$ cat config.mk
export PLATFORM = sky130hd
export DESIGN_NAME = wb_table_port
export DESIGN_NICKNAME = d
export VERILOG_FILES = /design/src/wb_pkg.sv /design/src/wb_table_port.sv
export SDC_FILE = /design/constraint.sdc
export NUM_CORES = 1
export LEC_CHECK = 0
export BUFFER_PORTS_ARGS = -buffer_cell sky130_fd_sc_hd__buf_2
export CAP_MARGIN = 20
export CORE_UTILIZATION = 30
export DETAILED_ROUTE_END_ITERATION = 16
export PLACE_DENSITY = 0.76
export SLEW_MARGIN = 20
export SYNTH_ARGS = -nofsm -noshare
export SYNTH_HDL_FRONTEND = slang
export SYNTH_SLANG_ARGS = --single-unit
export TNS_END_PERCENT = 5
$ cat constraint.sdc
create_clock -name clk -period 2.1 [get_ports clk]
set_input_delay 0.21 -clock clk [delete_from_list [all_inputs] [get_ports clk]]
set_output_delay 0.21 -clock clk [all_outputs]
set_load 0.01 [all_outputs]
$ cat src/wb_pkg.sv
// Wishbone request/response structs and the word map of a table entry on the bus
`default_nettype none

package wb_pkg;

   typedef logic [31:0] wb_data_t;
   typedef logic [15:0] wb_adr_t;

   // master side, held until ack
   typedef struct packed {
      logic     cyc;
      logic     stb;
      logic     we;
      wb_adr_t  adr;
      wb_data_t dat;
   } wb_req_t;

   typedef struct packed {
      logic     ack;
      wb_data_t dat;
   } wb_rsp_t;

   ////////////////////////////////////////////////
   // word map inside one entry
   parameter int KEY_WORDS     = 4;   // key slices, low slice first
   parameter int STATE_WORD    = 4;   // bit 8 valid, bits 2:0 state
   parameter int WORD_SEL_BITS = 3;

endpackage

`default_nettype wire

$ cat src/wb_table_port.sv
// Wishbone classic slave giving word access to table entries
`timescale 1ns/1ps
`default_nettype none

module wb_table_port #(
   parameter int TABLE_DEPTH = 16,
   localparam int IDX_W = $clog2(TABLE_DEPTH)
) (
   input  logic                              clk,
   input  logic                              is_RST_held,
   input  wb_pkg::wb_req_t                   wb_req,
   output wb_pkg::wb_rsp_t                   wb_rsp,
   output logic [IDX_W-1:0]                  word_index,
   output logic [wb_pkg::WORD_SEL_BITS-1:0]  word_sel,
   output logic                              word_we,
   output wb_pkg::wb_data_t                  word_wdata,
   input  wb_pkg::wb_data_t                  word_rdata,
   input  logic                              word_grant
);

   typedef enum logic [1:0] {
      IDLE,
      WAIT_GRANT,
      ACK
   } state_e;

   state_e            state_q;
   wb_pkg::wb_data_t  rdata_q;
   logic              req;

   assign req = wb_req.cyc & wb_req.stb;

   // address split, master holds it until ack
   assign word_sel   = wb_req.adr[wb_pkg::WORD_SEL_BITS-1:0];
   assign word_index = wb_req.adr[wb_pkg::WORD_SEL_BITS +: IDX_W];
   assign word_wdata = wb_req.dat;
   assign word_we    = state_q == WAIT_GRANT;

   ///////////////////////////////////////////////////
   always_ff @(posedge clk) begin
      if (is_RST_held) begin
         state_q <= IDLE;
      end else begin
         case (state_q)
            IDLE: begin
               if (req) state_q <= wb_req.we ? WAIT_GRANT : ACK;   // reads finish at once
            end
            WAIT_GRANT: begin
               if (word_grant) state_q <= ACK;   // table busy with a pipeline write
            end
            ACK:     state_q <= IDLE;   // single-cycle ack
            default: state_q <= IDLE;
         endcase
      end
   end

   always_ff @(posedge clk) begin
      if (state_q == IDLE && req && !wb_req.we) rdata_q <= word_rdata;
   end

   assign wb_rsp.ack = state_q == ACK;
   assign wb_rsp.dat = rdata_q;

endmodule

`default_nettype wire

==> reports/qor.yml <==
gr-total-overflow: 0
hold_viol: 0
tightest_slew_ns: 0.396
cp-start-kind: "flop"
status: "finished, final reports clean"
tns_ns: 0
drc: 0
grt_pass1_vias: 721
path_class: "reg2reg"
ios: 159
hold_path_class: "in2reg"
pre_cts_ws_ns: 0.701
synthCells: 82
syn_area_um2: 1380
rows: 24
p_leak_nw: 0.662
cts_max_path_buffers: 2
grt_pass1_wl_mm: 3.96
power.total_w: 0.00130
peakVddDrop_v: 0.000234
finalInstanceArea_um2: 1610
drive_gt1_share_pct: 68.3
drv_slew: 0
dr.pass1.iters: 2
synth_area_per_cell_um2: 16.9
dieHeight_um: 69.9
cts-resized-gates: 0
postCtsHoldBufs: 0
worstPathArrival_ns: 1.32
cts_htree_levels: 2
max_freq_mhz: 723
antenna_found_initial: 0
port_buffers: 71
fin_util_pct: 36.8
start_util_pct: 31.6
drv_cap: 0
cts_buffers: 5
antennaDiodeCount: 0
setup_slack_ns: 0.717
detail-route-antenna-nets: 0
clk_pin_slew_ns: 0.07
gp_congestion: 0.676
grt_setup_unrepaired: "no"
period_needed_ns: 1.38
setup_viol: 0
synth-seq-cells: 34
die-area_um2: 4890
viasPerCell: 4.25
clock_skew_ns: 0.00496
routed_wl_mm: 2.79
power_density_nw_per_um2: 807
synth.yosys.seq_area_share_pct: 72.3
track_usage_pct: 11.5
period_share_pct: 65.8
grt_max_degree: 33
maxSlewHeadroom_pct: 73.6
wl_per_cell_um: 15.9
cp_cell_sequence: "nand4bb_4 -> nor2_4 -> buf_4"
yosysUniqueCellTypes: 11
vias: 744
core-area_um2: 4380
area_growth_pct: 16.5
n_fill_cell: 411
clock_sinks: 34
yosys_warnings: 0
cts_tree: "done"
cp_max_fo: 32
clk-insertion-delay-late_ns: 0.28
postCtsSetupBuffers: 0
worstSetupEndpointType: "flop"
critPathMaxStageDelay_ns: 0.36
cts_root_buffer: "clkbuf_8"
synth_nets: 168
slowest_stage: "buf_4"
nets: 208
die-width_um: 69.9
required_ns: 2.03
placed_cell_area_um2: 1530
drt_iter0_drc: 29
## logic make-up after synthesis
logic type | Yosys count | synth area share [%]
AOI/OAI and AO/OA | 2 | 1.81
buffers and inverters | 39 | 21.2
DFF | 34 | 72.3
and+or+nand+nor | 7 | 4.70
## metrics by stage
stage / hold WS (ns) / cells
after global routing: 0.0772 / 175
final: 0.104 / 175
after CTS: 0.0895 / 175
after floorplan: 0.275 / 82
after global placement: 0.387 / 167
after detailed placement: 0.388 / 167
## state kept, by name, summed over array words and instances, names as in the netlist
signal	flops
state_q	2
rdata_q	32
## routing by layer
layer	track usage [%]	vias to the layer above	share of wire (%)
li1	-	328	-
met1	8.93	323	27
met2	18.9	75	51
met3	9.52	18	19
met4	7.56	0	3.0
met5	0	-	0
## synthesized netlist by cell type, drive strengths merged
library cell | number | area [um^2]
buf | 39 | 293
edfxtp | 32 | 961
a211oi | 2 | 25.0
dfxtp | 2 | 40.0
and2b | 1 | 8.76
nand2 | 1 | 3.75
nand2b | 1 | 6.26
nand4b | 1 | 8.76
nand4bb | 1 | 27.5
nor2 | 1 | 3.75
nor2b | 1 | 6.26
## cells in the final DEF (no fill, tap or decap)
cell        Yosys  final
buf_4          39      1
a211oi_2        2      2
clkinv_2        0      1
nor2_4          0      1
nand4bb_4       1      1
clkinvlp_4      0      1
nand2_1         1      1
dfxtp_1         2      2
buf_2           0     71
and2b_2         1      1
nor2b_1         1      1
nand2b_1        1      1
edfxtp_1       32     32
clkinv_1        0      1
clkbuf_8        0      5
nand4b_1        1      1
## path summary, 6_finish.rpt
check                           slack [ns]               startpoint                       to  cells past startpoint
worst max-delay path                  0.72  state_q[0]$_SDFFE_PP0P_    rdata_q[24]$_DFFE_PP_                      3
worst min-delay path                  0.10           word_rdata[25]    rdata_q[25]$_DFFE_PP_                      1
worst max register to register        0.72  state_q[0]$_SDFFE_PP0P_    rdata_q[24]$_DFFE_PP_                      3
worst min register to register        0.53  state_q[0]$_SDFFE_PP0P_  state_q[1]$_SDFFE_PP0P_                      2
## cell type report
type / count / area [um^2] / area share [%]
Timing Repair Buffer: 72 / 363 / 22.5
Clock buffer: 5 / 68.8 / 4.27
Multi-Input combinational cell: 9 / 97.6 / 6.06
Tap cell: 52 / 65.1 / 4.04
Sequential cell: 34 / 1000 / 62.1
Clock inverter: 3 / 16.3 / 1.01
## worst max-delay path, delay by kind of cell, from the launching register on
family                 cells  cell delay, ns
AND/OR/NAND/NOR            2            0.32
flip-flops                 1            0.35
buffers and inverters      1            0.36
## where the power goes
part | internal, W | switching, W | leakage, nW
logic | 0.0000424 | 0.0000380 | 0.312
registers | 0.000765 | 0.00000573 | 0.309
clock network | 0.000226 | 0.000223 | 0.0416
Power figures use the tool's default switching activity.
