File: config.mk
export PLATFORM = sky130hd
export DESIGN_NAME = lookup_pipeline
export DESIGN_NICKNAME = d
export VERILOG_FILES = /design/src/fw_pkg.sv /design/src/tcp_state_update.sv /design/src/lookup_pipeline.sv
export SDC_FILE = /design/constraint.sdc
export NUM_CORES = 1
export LEC_CHECK = 0
export CAP_MARGIN = 5
export CELL_PAD_IN_SITES_DETAIL_PLACEMENT = 1
export CELL_PAD_IN_SITES_GLOBAL_PLACEMENT = 2
export CORE_UTILIZATION = 40
export DETAILED_ROUTE_END_ITERATION = 8
export DONT_BUFFER_PORTS = 1
export PLACE_DENSITY_LB_ADDON = 0.1
export SLEW_MARGIN = 20
export SYNTH_ARGS = -nofsm -noshare
export SYNTH_HDL_FRONTEND = slang
export SYNTH_HIERARCHICAL = 1
export SYNTH_SLANG_ARGS = --single-unit
File: constraint.sdc
create_clock -name clk -period 3.9 [get_ports clk]
set_input_delay 0.195 -clock clk [delete_from_list [all_inputs] [get_ports clk]]
set_output_delay 0.195 -clock clk [all_outputs]
set_load 0.01 [all_outputs]
File: src/fw_pkg.sv
// packet, key, flag, verdict and connection-state types, referenced by scoped name
`default_nettype none

package fw_pkg;

   typedef logic [31:0] ip_addr_t;
   typedef logic [15:0] port_t;
   typedef logic [7:0]  proto_t;

   // five-tuple, source address in the top bits
   typedef struct packed {
      ip_addr_t src_ip;
      ip_addr_t dst_ip;
      proto_t   proto;
      port_t    src_port;
      port_t    dst_port;
   } key_t;

   typedef struct packed {
      logic syn;
      logic ack;
      logic fin;
      logic rst;
   } tcp_flags_t;

   typedef struct packed {
      key_t       key;
      tcp_flags_t flags;
      logic       is_tcp;   // non-TCP traffic bypasses the table
   } pkt_t;

   typedef enum logic [2:0] {
      CLOSED      = 3'd0,
      SYN_SENT    = 3'd1,
      SYN_RCVD    = 3'd2,
      ESTABLISHED = 3'd3,
      FIN_WAIT1   = 3'd4,
      FIN_WAIT2   = 3'd5,
      CLOSING     = 3'd6,
      LAST_ACK    = 3'd7
   } conn_state_e;

   typedef struct packed {
      logic accept;
      logic hit;
   } verdict_t;

   typedef enum logic [1:0] {
      OP_NONE   = 2'd0,
      OP_UPDATE = 2'd1,
      OP_INSERT = 2'd2,
      OP_DELETE = 2'd3
   } table_op_e;

   // key as seen from the other end of the connection
   function automatic key_t reverse_key(key_t k);
      key_t r;
      r.src_ip   = k.dst_ip;
      r.dst_ip   = k.src_ip;
      r.proto    = k.proto;
      r.src_port = k.dst_port;
      r.dst_port = k.src_port;
      return r;
   endfunction

endpackage

`default_nettype wire

File: src/tcp_state_update.sv
// combinational TCP flag rules, one packet against one stored connection state
`timescale 1ns/1ps
`default_nettype none

module tcp_state_update (
   input  logic                 found,
   input  fw_pkg::conn_state_e  state,
   input  fw_pkg::tcp_flags_t   flags,
   input  logic                 is_tcp,
   output fw_pkg::conn_state_e  next_state,
   output fw_pkg::verdict_t     verdict,
   output fw_pkg::table_op_e    op
);

   logic pure_syn;
   logic pure_ack;
   logic accept;
   logic close_pair;   // final ack of the teardown

   assign pure_syn = flags.syn & ~flags.ack & ~flags.fin & ~flags.rst;
   assign pure_ack = flags.ack & ~flags.syn & ~flags.fin & ~flags.rst;

   always_comb begin
      next_state = state;
      accept     = 1'b0;
      close_pair = 1'b0;
      if (found) begin
         if (flags.rst) begin
            next_state = fw_pkg::CLOSED;
            accept     = 1'b1;
         end else begin
            case (state)
               fw_pkg::CLOSED: if (pure_syn) begin
                  next_state = fw_pkg::SYN_SENT;
                  accept     = 1'b1;
               end
               fw_pkg::SYN_SENT: if (flags.syn && flags.ack && !flags.fin) begin
                  next_state = fw_pkg::SYN_RCVD;
                  accept     = 1'b1;
               end
               fw_pkg::SYN_RCVD: if (pure_ack) begin
                  next_state = fw_pkg::ESTABLISHED;
                  accept     = 1'b1;
               end
               fw_pkg::ESTABLISHED: if (!flags.syn) begin
                  accept = 1'b1;
                  if (flags.fin) next_state = fw_pkg::FIN_WAIT1;
               end
               fw_pkg::FIN_WAIT1: if (!flags.syn) begin
                  accept = 1'b1;
                  if (flags.fin && flags.ack)  next_state = fw_pkg::LAST_ACK;
                  else if (flags.fin)          next_state = fw_pkg::CLOSING;
                  else if (flags.ack)          next_state = fw_pkg::FIN_WAIT2;
               end
               fw_pkg::FIN_WAIT2: if (!flags.syn) begin
                  accept = 1'b1;
                  if (flags.fin) next_state = fw_pkg::LAST_ACK;
               end
               fw_pkg::CLOSING: if (pure_ack) begin
                  next_state = fw_pkg::LAST_ACK;
                  accept     = 1'b1;
               end
               fw_pkg::LAST_ACK: if (pure_ack) begin
                  accept     = 1'b1;
                  close_pair = 1'b1;
               end
               default: ;   // drop, state kept
            endcase
         end
      end else if (!is_tcp) begin
         accept = 1'b1;
      end else if (pure_syn) begin
         accept = 1'b1;   // new connection, the table sets SYN_SENT
      end
   end

   always_comb begin
      if (close_pair)                           op = fw_pkg::OP_DELETE;
      else if (found && next_state != state)    op = fw_pkg::OP_UPDATE;
      else if (!found && is_tcp && pure_syn)    op = fw_pkg::OP_INSERT;
      else                                      op = fw_pkg::OP_NONE;
   end

   assign verdict = '{accept: accept, hit: found};

endmodule

`default_nettype wire

File: src/lookup_pipeline.sv
// three-stage lookup: sample, compare with write forwarding, then table write and verdict
`timescale 1ns/1ps
`default_nettype none

module lookup_pipeline #(
   parameter int TABLE_DEPTH = 16,
   localparam int IDX_W = $clog2(TABLE_DEPTH)
) (
   input  logic                 clk,
   input  logic                 is_RST_held,
   input  logic                 pkt_valid,
   input  fw_pkg::pkt_t         pkt,
   output fw_pkg::key_t         match_key,
   input  logic                 hit,
   input  logic [IDX_W-1:0]     hit_index,
   input  fw_pkg::conn_state_e  hit_state,
   output fw_pkg::table_op_e    op,
   output logic [IDX_W-1:0]     op_index,
   output fw_pkg::key_t         op_key,
   output fw_pkg::conn_state_e  op_state,
   output logic                 verdict_valid,
   output fw_pkg::verdict_t     verdict
);

   localparam logic [IDX_W-1:0] PAIR_MASK = ~IDX_W'(1);

   logic                 s1_valid;
   fw_pkg::pkt_t         s1_pkt;
   logic                 s2_valid;
   fw_pkg::pkt_t         s2_pkt;
   logic                 s2_hit;
   logic [IDX_W-1:0]     s2_index;
   fw_pkg::conn_state_e  s2_state;

   logic                 fwd_hit;
   logic [IDX_W-1:0]     fwd_index;
   fw_pkg::conn_state_e  fwd_state;
   logic                 same_pair;
   logic                 fwd_key;     // s1 key equals the key being written
   logic                 fwd_rkey;    // ... or its reverse

   fw_pkg::conn_state_e  upd_state;
   fw_pkg::verdict_t     upd_verdict;
   fw_pkg::table_op_e    upd_op;
   logic [IDX_W-1:0]     alloc_ptr;   // next pair to insert, always even

   ///////////////////////////////////////////////////
   // stage 1
   always_ff @(posedge clk) begin
      if (is_RST_held) s1_valid <= 1'b0;
      else             s1_valid <= pkt_valid;
   end

   always_ff @(posedge clk) begin
      if (pkt_valid) s1_pkt <= pkt;
   end

   assign match_key = s1_pkt.key;

   ///////////////////////////////////////////////////
   // stage 2, patch the compare with the write now in flight
   assign same_pair = (hit_index & PAIR_MASK) == (op_index & PAIR_MASK);
   assign fwd_key   = s1_pkt.key == op_key;
   assign fwd_rkey  = s1_pkt.key == fw_pkg::reverse_key(op_key);

   always_comb begin
      fwd_hit   = hit;
      fwd_index = hit_index;
      fwd_state = hit_state;
      case (op)
         fw_pkg::OP_UPDATE: if (hit && same_pair) fwd_state = op_state;
         fw_pkg::OP_INSERT: begin
            if (fwd_key || fwd_rkey) begin
               fwd_hit   = 1'b1;
               fwd_index = fwd_key ? op_index : (op_index | IDX_W'(1));
               fwd_state = fw_pkg::SYN_SENT;
            end else if (hit && same_pair) begin
               fwd_hit = 1'b0;   // oldest pair being overwritten
            end
         end
         fw_pkg::OP_DELETE: if (fwd_key || fwd_rkey) fwd_hit = 1'b0;
         default: ;
      endcase
      if (!s1_pkt.is_tcp) fwd_hit = 1'b0;   // never looked up
   end

   always_ff @(posedge clk) begin
      if (is_RST_held) s2_valid <= 1'b0;
      else             s2_valid <= s1_valid;
   end

   always_ff @(posedge clk) begin
      s2_pkt   <= s1_pkt;
      s2_hit   <= fwd_hit;
      s2_index <= fwd_index;
      s2_state <= fwd_state;
   end

   ///////////////////////////////////////////////////
   // stage 3, write port and verdict
   tcp_state_update tcp_state_update_i (
      .found      (s2_hit),
      .state      (s2_state),
      .flags      (s2_pkt.flags),
      .is_tcp     (s2_pkt.is_tcp),
      .next_state (upd_state),
      .verdict    (upd_verdict),
      .op         (upd_op)
   );

   assign op       = s2_valid ? upd_op : fw_pkg::OP_NONE;
   assign op_index = (upd_op == fw_pkg::OP_INSERT) ? alloc_ptr : s2_index;
   assign op_key   = s2_pkt.key;
   assign op_state = upd_state;

   always_ff @(posedge clk) begin
      if (is_RST_held) begin
         alloc_ptr <= '0;
      end else if (op == fw_pkg::OP_INSERT) begin
         alloc_ptr <= alloc_ptr + IDX_W'(2);   // wraps onto the oldest pair
      end
   end

   always_ff @(posedge clk) begin
      if (is_RST_held) verdict_valid <= 1'b0;
      else             verdict_valid <= s2_valid;
   end

   always_ff @(posedge clk) begin
      verdict <= upd_verdict;
   end

endmodule

`default_nettype wire

==> impl_metrics.env, run 1 <==
export IMPL_grt_util_met3_pct=8.302
export IMPL_crit_arrival_ns=3.91
export IMPL_num_rows=58
export IMPL_top_usage_layer="met2"
export IMPL_critPathMaxFanout=11
export IMPL_synth_top_cells_by_area="edfxtp_1 32%, dfxtp_1 24%, buf_4 15%"
export IMPL_grt_max_degree=111
export IMPL_setup_tns_ns=0
export IMPL_drv_slew=0
export IMPL_gp_congestion=0.7891
export IMPL_clk_pin_slew_worst_paths_ns=0.06
export IMPL_die_y_um=162.4
export IMPL_pwr_share_clk_pct=39.3
export IMPL_vias=5347
export IMPL_finalSetupViolCount=0
export IMPL_synth_edf_count=109
export IMPL_syn_to_final_growth_pct=8.410
export IMPL_first_iter_violations=209
export IMPL_slew_headroom_pct=56.57
export IMPL_synth_largest_area_cell="edfxtp_1"
export IMPL_start_util_pct=40.89
export IMPL_critical_path_endpoint_type="flop"
export IMPL_grtUsageMet1_pct=25.38
export IMPL_pwr_share_comb_pct=9.1
export IMPL_vias_per_cell=4.852
export IMPL_grt_pass1_wl_um=40810
export IMPL_cts_root_buf="clkbuf_16"
export IMPL_wl_um=28690
export IMPL_grtUsageMet2_pct=36.77
export IMPL_ys_warn_count=6
export IMPL_p_sw_mw=1.638
export IMPL_clkSinkCount=234
export IMPL_cts_buffers_inserted=26
export IMPL_drc=0
export IMPL_switching_share_pct=26.77
export IMPL_antenna_found_initial=1
export IMPL_period_share_pct=89.68
export IMPL_die_w_um=162.4
export IMPL_syn_avg_cell_area_um2=12.59
export IMPL_dieArea_um2=26390
export IMPL_netlist_area_um2=10300
export IMPL_clkLatencyLatePin_ns=0.54
export IMPL_h_tree_depth=1
export IMPL_pwr_share_seq_pct=51.6
export IMPL_wire_per_inst_um=26.04
export IMPL_hpwl_um=21850
export IMPL_tightest_slew_ns=0.6494
export IMPL_hp_class="input port to flop"
export IMPL_grt_total_usage_pct=21.51
export IMPL_tritoncts="yes"
export IMPL_synthArstFlopShare_pct=0
export IMPL_timing_max_cap_violations=0
export IMPL_cp_required_ns=4.32
export IMPL_regToRegSetupSlack_ns=0.40
export IMPL_overflow=0
export IMPL_whs_path_depth=3
export IMPL_final_util_pct=44.33
export IMPL_cp_start_kind="flop"
export IMPL_synthCells=818
export IMPL_dr_pass1_iters=4
export IMPL_ys_seq_area_share_pct=56.09
export IMPL_period_minus_slack_ns=3.498
export IMPL_synth_top_area_share_pct=31.79
export IMPL_power_mw=6.117
export IMPL_cts_path_max_buffers=3
export IMPL_ant_nets=0
export IMPL_ir_worst_vdd_v=0.0003604
export IMPL_path_class="flop to flop"
export IMPL_core_um2=25180
export IMPL_io_buffers=0
export IMPL_max_freq_mhz=285.9
export IMPL_num_io_pins=340
export IMPL_grt_pass1_vias=5922
export IMPL_synthFlopType="dfxtp_1"
export IMPL_clock_skew_ns=0.02984
export IMPL_netlist_cell_type_count=46
export IMPL_p_int_mw=4.479
export IMPL_status="complete, no violations"
export IMPL_finalHoldViolCount=0
export IMPL_power_density_nw_per_um2=548.0
export IMPL_nNetsFinal=875
export IMPL_ys_seq_elements=234
export IMPL_syn_num_nets=942
export IMPL_power_leakage_nw=4.011
export IMPL_drive_gt1_share_pct=6.355
export IMPL_rr_worst_depth=12
export IMPL_rsz0062_at_grt="false"
==> worst max-delay path, stage by stage, from the launching register on <==
cell	delay, ns
dfxtp_1	0.55
nand4bb_1	0.19
a21oi_1	0.09
nor3_1	0.34
nor4_2	0.11
o311ai_1	0.44
nand2b_4	0.26
mux2_2	0.40
xor2_1	0.19
or3_1	0.33
a21oi_1	0.16
o41ai_1	0.10
a41o_1	0.22
==> synthesized netlist by cell type, types with 2 or more instances <==
cell and count:
mux2_4 2, a31oi_1 2, and3b_1 3, buf_4 210, o21ai_0 5, nand2b_1 2, ha_1 4, buf_2 4
dfxtp_1 125, mux2_1 3, nor4_2 4, nor3_1 2, a21oi_1 10, edfxtp_1 109, nor2_1 7, nor4_1 30
o211ai_1 3, nor2b_1 7, inv_1 8, xnor2_1 106, nand2_1 12, xor2_1 100, mux2i_1 2, nand4_1 35
nand3_1 2
==> layer usage <==
layer,up-vias,wire length (um)
li1,2474,-
met1,2583,11290
met2,260,13970
met3,30,2891
met4,0,539
met5,-,0
==> flip-flops by register name, summed over array words and instances, names as in the netlist <==
name and cells:
s1_pkt 5, verdict 2, verdict_valid 1, s2_index 4
match_key 104, s1_valid 1, s2_state 3, alloc_ptr 3
op_key 104, s2_hit 1, s2_pkt 5, s2_valid 1
==> what timing repair did <==
item / in CTS / in global routing
endpoints found under the setup margin: 0 / 0
setup buffers: 0 / 0
hold buffers: 119 / 0
hold endpoints to repair: 232 / 0
resized for setup: 0 / 0
==> final timing paths <==
path,end,start
max,s2_hit,s2_state[1]
min,s2_hit,hit
max reg2reg,s2_hit,s2_state[1]
min reg2reg,s2_pkt[1],s1_pkt[1]
==> power by group through the flow <==
| stage | registers, mW | clock network [mW] | logic, mW |
|---|---|---|---|
| 6_report | 3.16 | 2.40 | 0.556 |
| 5_1_grt | 3.19 | 2.54 | 0.605 |
| 4_1_cts | 3.17 | 2.46 | 0.567 |
| 3_5_place_dp | 3.22 | 0 | 0.439 |
| 3_3_place_gp | 3.21 | 0 | 0.440 |
| 2_1_floorplan | 3.00 | 0 | 0.626 |
==> layout make-up <==
class / instances / area [um2]
inverters: 8 / 30.03
repair buffers: 119 / 1209
diodes: 1 / 2.502
multi-input cells: 362 / 2894
fillers: 2558 / 14020
well taps: 330 / 412.9
clock buffers: 36 / 718.2
clock inverters: 12 / 120.1
flip-flops and latches: 234 / 5776
==> cell usage in the layout (no fill, tap or decap), drive strengths merged, types with 2 or more instances in the layout <==
cell type | Yosys | final
a21oi | 10 | 10
nand2b | 3 | 3
a31oi | 2 | 2
clkinv | 0 | 8
dfxtp | 125 | 125
dlygate4sd3 | 0 | 118
o21ai | 6 | 6
clkinvlp | 0 | 2
inv | 8 | 8
nand4 | 35 | 35
nor3 | 2 | 2
ha | 4 | 4
clkbuf | 0 | 36
mux2 | 6 | 6
bufinv | 0 | 2
nand3 | 2 | 2
xor2 | 100 | 100
nand2 | 12 | 12
nor2 | 7 | 7
mux2i | 2 | 2
xnor2 | 106 | 106
nor2b | 7 | 7
o211ai | 3 | 3
and3b | 3 | 3
edfxtp | 109 | 109
nor4 | 35 | 35
==> kinds of logic (layout without fill, tap and decap cells) <==
| group | after synthesis | after routing | synth area share (%) |
|---|---|---|---|
| compound gates | 31 | 31 | 2.005 |
| xor+xnor | 206 | 206 | 17.52 |
| fa+ha+maj | 4 | 4 | 0.4861 |
| buf+inv | 222 | 175 | 15.80 |
| flops | 234 | 234 | 56.09 |
| mux | 8 | 8 | 0.9236 |
| other cells | 0 | 1 | 0 |
| simple gates | 113 | 113 | 7.170 |
==> through the flow <==
| stage | instance area (um2) | cells | setup slack [ns] | hold slack (ns) |
|---|---|---|---|---|
| floorplan | 10300 | 818 | 1.001 | 0.2666 |
| global placement | 9112 | 934 | 0.6757 | 0.2684 |
| detailed placement | 9112 | 934 | 0.4778 | 0.2711 |
| CTS | 11160 | 1101 | 0.4574 | 0.004801 |
| global route | 11160 | 1102 | 0.2147 | 0.02910 |
| finish | 11160 | 1102 | 0.4024 | 0.03194 |
No activity file was read; power rests on OpenSTA's default activity.
==> run 2: changes to the inputs <==
--- a/config.mk
+++ b/config.mk
@@ -11,7 +11,7 @@
 export CORE_UTILIZATION = 40
 export DETAILED_ROUTE_END_ITERATION = 8
 export DONT_BUFFER_PORTS = 1
-export PLACE_DENSITY_LB_ADDON = 0.1
+export PLACE_DENSITY = 0.87
 export SLEW_MARGIN = 20
 export SYNTH_ARGS = -nofsm -noshare
 export SYNTH_HDL_FRONTEND = slang
==> run 2 against run 1 <==
Effect of this change:
- design area grew 1.3%
- total power grew 6.0%
- hold slack improved by 0.044 ns
- sequential power hardly changed
- final cell count rose by 0.27%
- register-to-register slack got worse by 0.09 ns
- combinational power up 3%
- highest routed layer unchanged
==> impl_metrics.env, run 2 (synthesized netlist as in run 1, its figures left out) <==
export IMPL_status="complete, no violations"
export IMPL_power_leakage_nw=4.073
export IMPL_vias_per_cell=4.942
export IMPL_start_util_pct=40.89
export IMPL_grt_util_met3_pct=8.378
export IMPL_grt_total_usage_pct=22.78
export IMPL_dr_pass1_iters=4
export IMPL_path_cells="nand4bb_1 > a21oi_1 > nor3_1 > nor4_2 > o311ai_1 > nand2b_4 > mux2_2 > xor2_1 > or3_1 > a21oi_1 > o41ai_1 > a41o_1"
export IMPL_cts_path_max_buffers=3
export IMPL_ant_nets=0
export IMPL_cpPeakStageDelay_ns=0.54
export IMPL_h_tree_depth=1
export IMPL_switching_share_pct=27.07
export IMPL_grtUsageMet1_pct=24.34
export IMPL_die_w_um=162.4
export IMPL_clkLatencyLatePin_ns=0.56
export IMPL_critical_path_endpoint_type="flop"
export IMPL_timing_max_cap_violations=0
export IMPL_pwr_share_comb_pct=8.8
export IMPL_slew_headroom_pct=51.56
export IMPL_first_iter_violations=284
export IMPL_path_buf_inv=0
export IMPL_multi_input_area_um2=2894
export IMPL_period_share_pct=91.89
export IMPL_grt_pass1_vias=6181
export IMPL_num_rows=58
export IMPL_cpMaxStageDelayCell="dfxtp_1"
export IMPL_gp_congestion=0.8020
export IMPL_power_density_nw_per_um2=573.5
export IMPL_cts_root_buf="clkbuf_16"
export IMPL_critPathMaxFanout=11
export IMPL_nNetsFinal=877
export IMPL_finalSetupViolCount=0
export IMPL_clock_skew_ns=0.02674
export IMPL_finalHoldViolCount=0
export IMPL_drive_gt1_share_pct=7.623
export IMPL_setup_tns_ns=0
export IMPL_pwr_share_clk_pct=42.4
export IMPL_layout_common_cells="125 x dfxtp_1, 119 x dlygate4sd3_1, 109 x edfxtp_1"
export IMPL_power_mw=6.484
export IMPL_hp_start="hit"
export IMPL_syn_to_final_growth_pct=9.795
export IMPL_period_minus_slack_ns=3.584
export IMPL_tritoncts="yes"
export IMPL_p_int_mw=4.728
export IMPL_regArea_um2=5776
export IMPL_top_usage_layer="met2"
export IMPL_hpwl_um=21420
export IMPL_cp_start_kind="flop"
export IMPL_die_y_um=162.4
export IMPL_clkSinkCount=234
export IMPL_antenna_found_initial=2
export IMPL_fillers=2517
export IMPL_hp_class="input port to flop"
export IMPL_path_class="flop to flop"
export IMPL_cts_buffers_inserted=27
export IMPL_crit_family="simple AND/OR/NAND/NOR gates"
export IMPL_crit_arrival_ns=4.02
export IMPL_drv_slew=0
export IMPL_final_common_cell="dfxtp_1"
export IMPL_core_um2=25180
export IMPL_wl_um=30440
export IMPL_p_sw_mw=1.755
export IMPL_io_buffers=0
export IMPL_overflow=0
export IMPL_timing_rr_start="s2_state[1]"
export IMPL_pwr_share_seq_pct=48.7
export IMPL_ir_worst_vdd_v=0.0003719
export IMPL_num_io_pins=340
export IMPL_dieArea_um2=26390
export IMPL_rsz0062_at_grt="false"
export IMPL_drc=0
export IMPL_grtUsageMet2_pct=41.05
export IMPL_critPathMostFrequentCell="a21oi_1"
export IMPL_vias=5461
export IMPL_max_freq_mhz=279.1
export IMPL_crit_path_start="s2_state[1]"
export IMPL_cts_resized=0
export IMPL_cp_required_ns=4.33
export IMPL_grt_max_degree=110
export IMPL_wire_per_inst_um=27.55
export IMPL_clk_pin_slew_worst_paths_ns=0.06
export IMPL_grt_pass1_wl_um=42850
export IMPL_tightest_slew_ns=0.7200
## run 2: cell types whose count changed in the layout (fill, tap and decap cells not counted), sizes merged
cell	before	now
bufinv	2	5
inv	8	9
clkinvlp	2	6
clkbuf	36	31
dlygate4sd3	118	119
clkinv	8	7
## run 2: layout make-up
cell class / count / share of cell area [%]
Tap cell: 330 / 3.652
Inverter: 8 / 0.2656
Clock inverter: 19 / 2.214
Timing Repair Buffer: 120 / 10.78
Clock buffer: 31 / 6.375
Multi-Input combinational cell: 362 / 25.60
Antenna cell: 1 / 0.02214
Sequential cell: 234 / 51.09
## run 2: final timing paths
kind / depth (start not counted) / to / slack, ns
min: 4 / s2_state[1] / 0.08
min reg2reg: 0 / s2_pkt[1] / 0.34
max reg2reg: 12 / s2_hit / 0.32
max: 12 / s2_hit / 0.32
## run 2: tightest hold or removal path, stage by stage
cell	delay (ns)
nor4b_4	0.13
nor2b_1	0.09
o21ai_0	0.09
o211ai_1	0.07
## run 2: what timing repair did
action / CTS / global route
hold buffers: 120 / 0
setup endpoints to repair: 0 / 0
endpoints found under the hold margin: 232 / 0
buffers inserted: 0 / 0
## run 2: per-layer routing
metal,share of wire (%),up-vias,wire (um)
li1,-,2468,-
met1,37,2673,11110
met2,51,276,15610
met3,9.3,44,2842
met4,2.9,0,880
met5,0,-,0
## run 2: power groups by stage
stage,clock [mW],sequential (mW),combinational [mW]
2_1_floorplan,0,3.00,0.626
3_3_place_gp,0,3.20,0.446
3_5_place_dp,0,3.21,0.444
4_1_cts,2.77,3.16,0.574
5_1_grt,2.89,3.19,0.618
6_report,2.75,3.16,0.572
## run 2: metrics by stage
step	setup slack, ns	hold slack [ns]	utilization [%]	std cells	instance area [um2]
2_1_floorplan	1.001	0.2666	-	818	10300
3_3_place_gp	0.6882	0.2686	36.19	934	9112
3_5_place_dp	0.6022	0.2707	36.19	934	9112
4_1_cts	0.5128	0.06246	44.88	1104	11300
5_1_grt	0.2107	0.1153	44.88	1104	11300
6_report	0.3165	0.07552	44.89	1105	11300
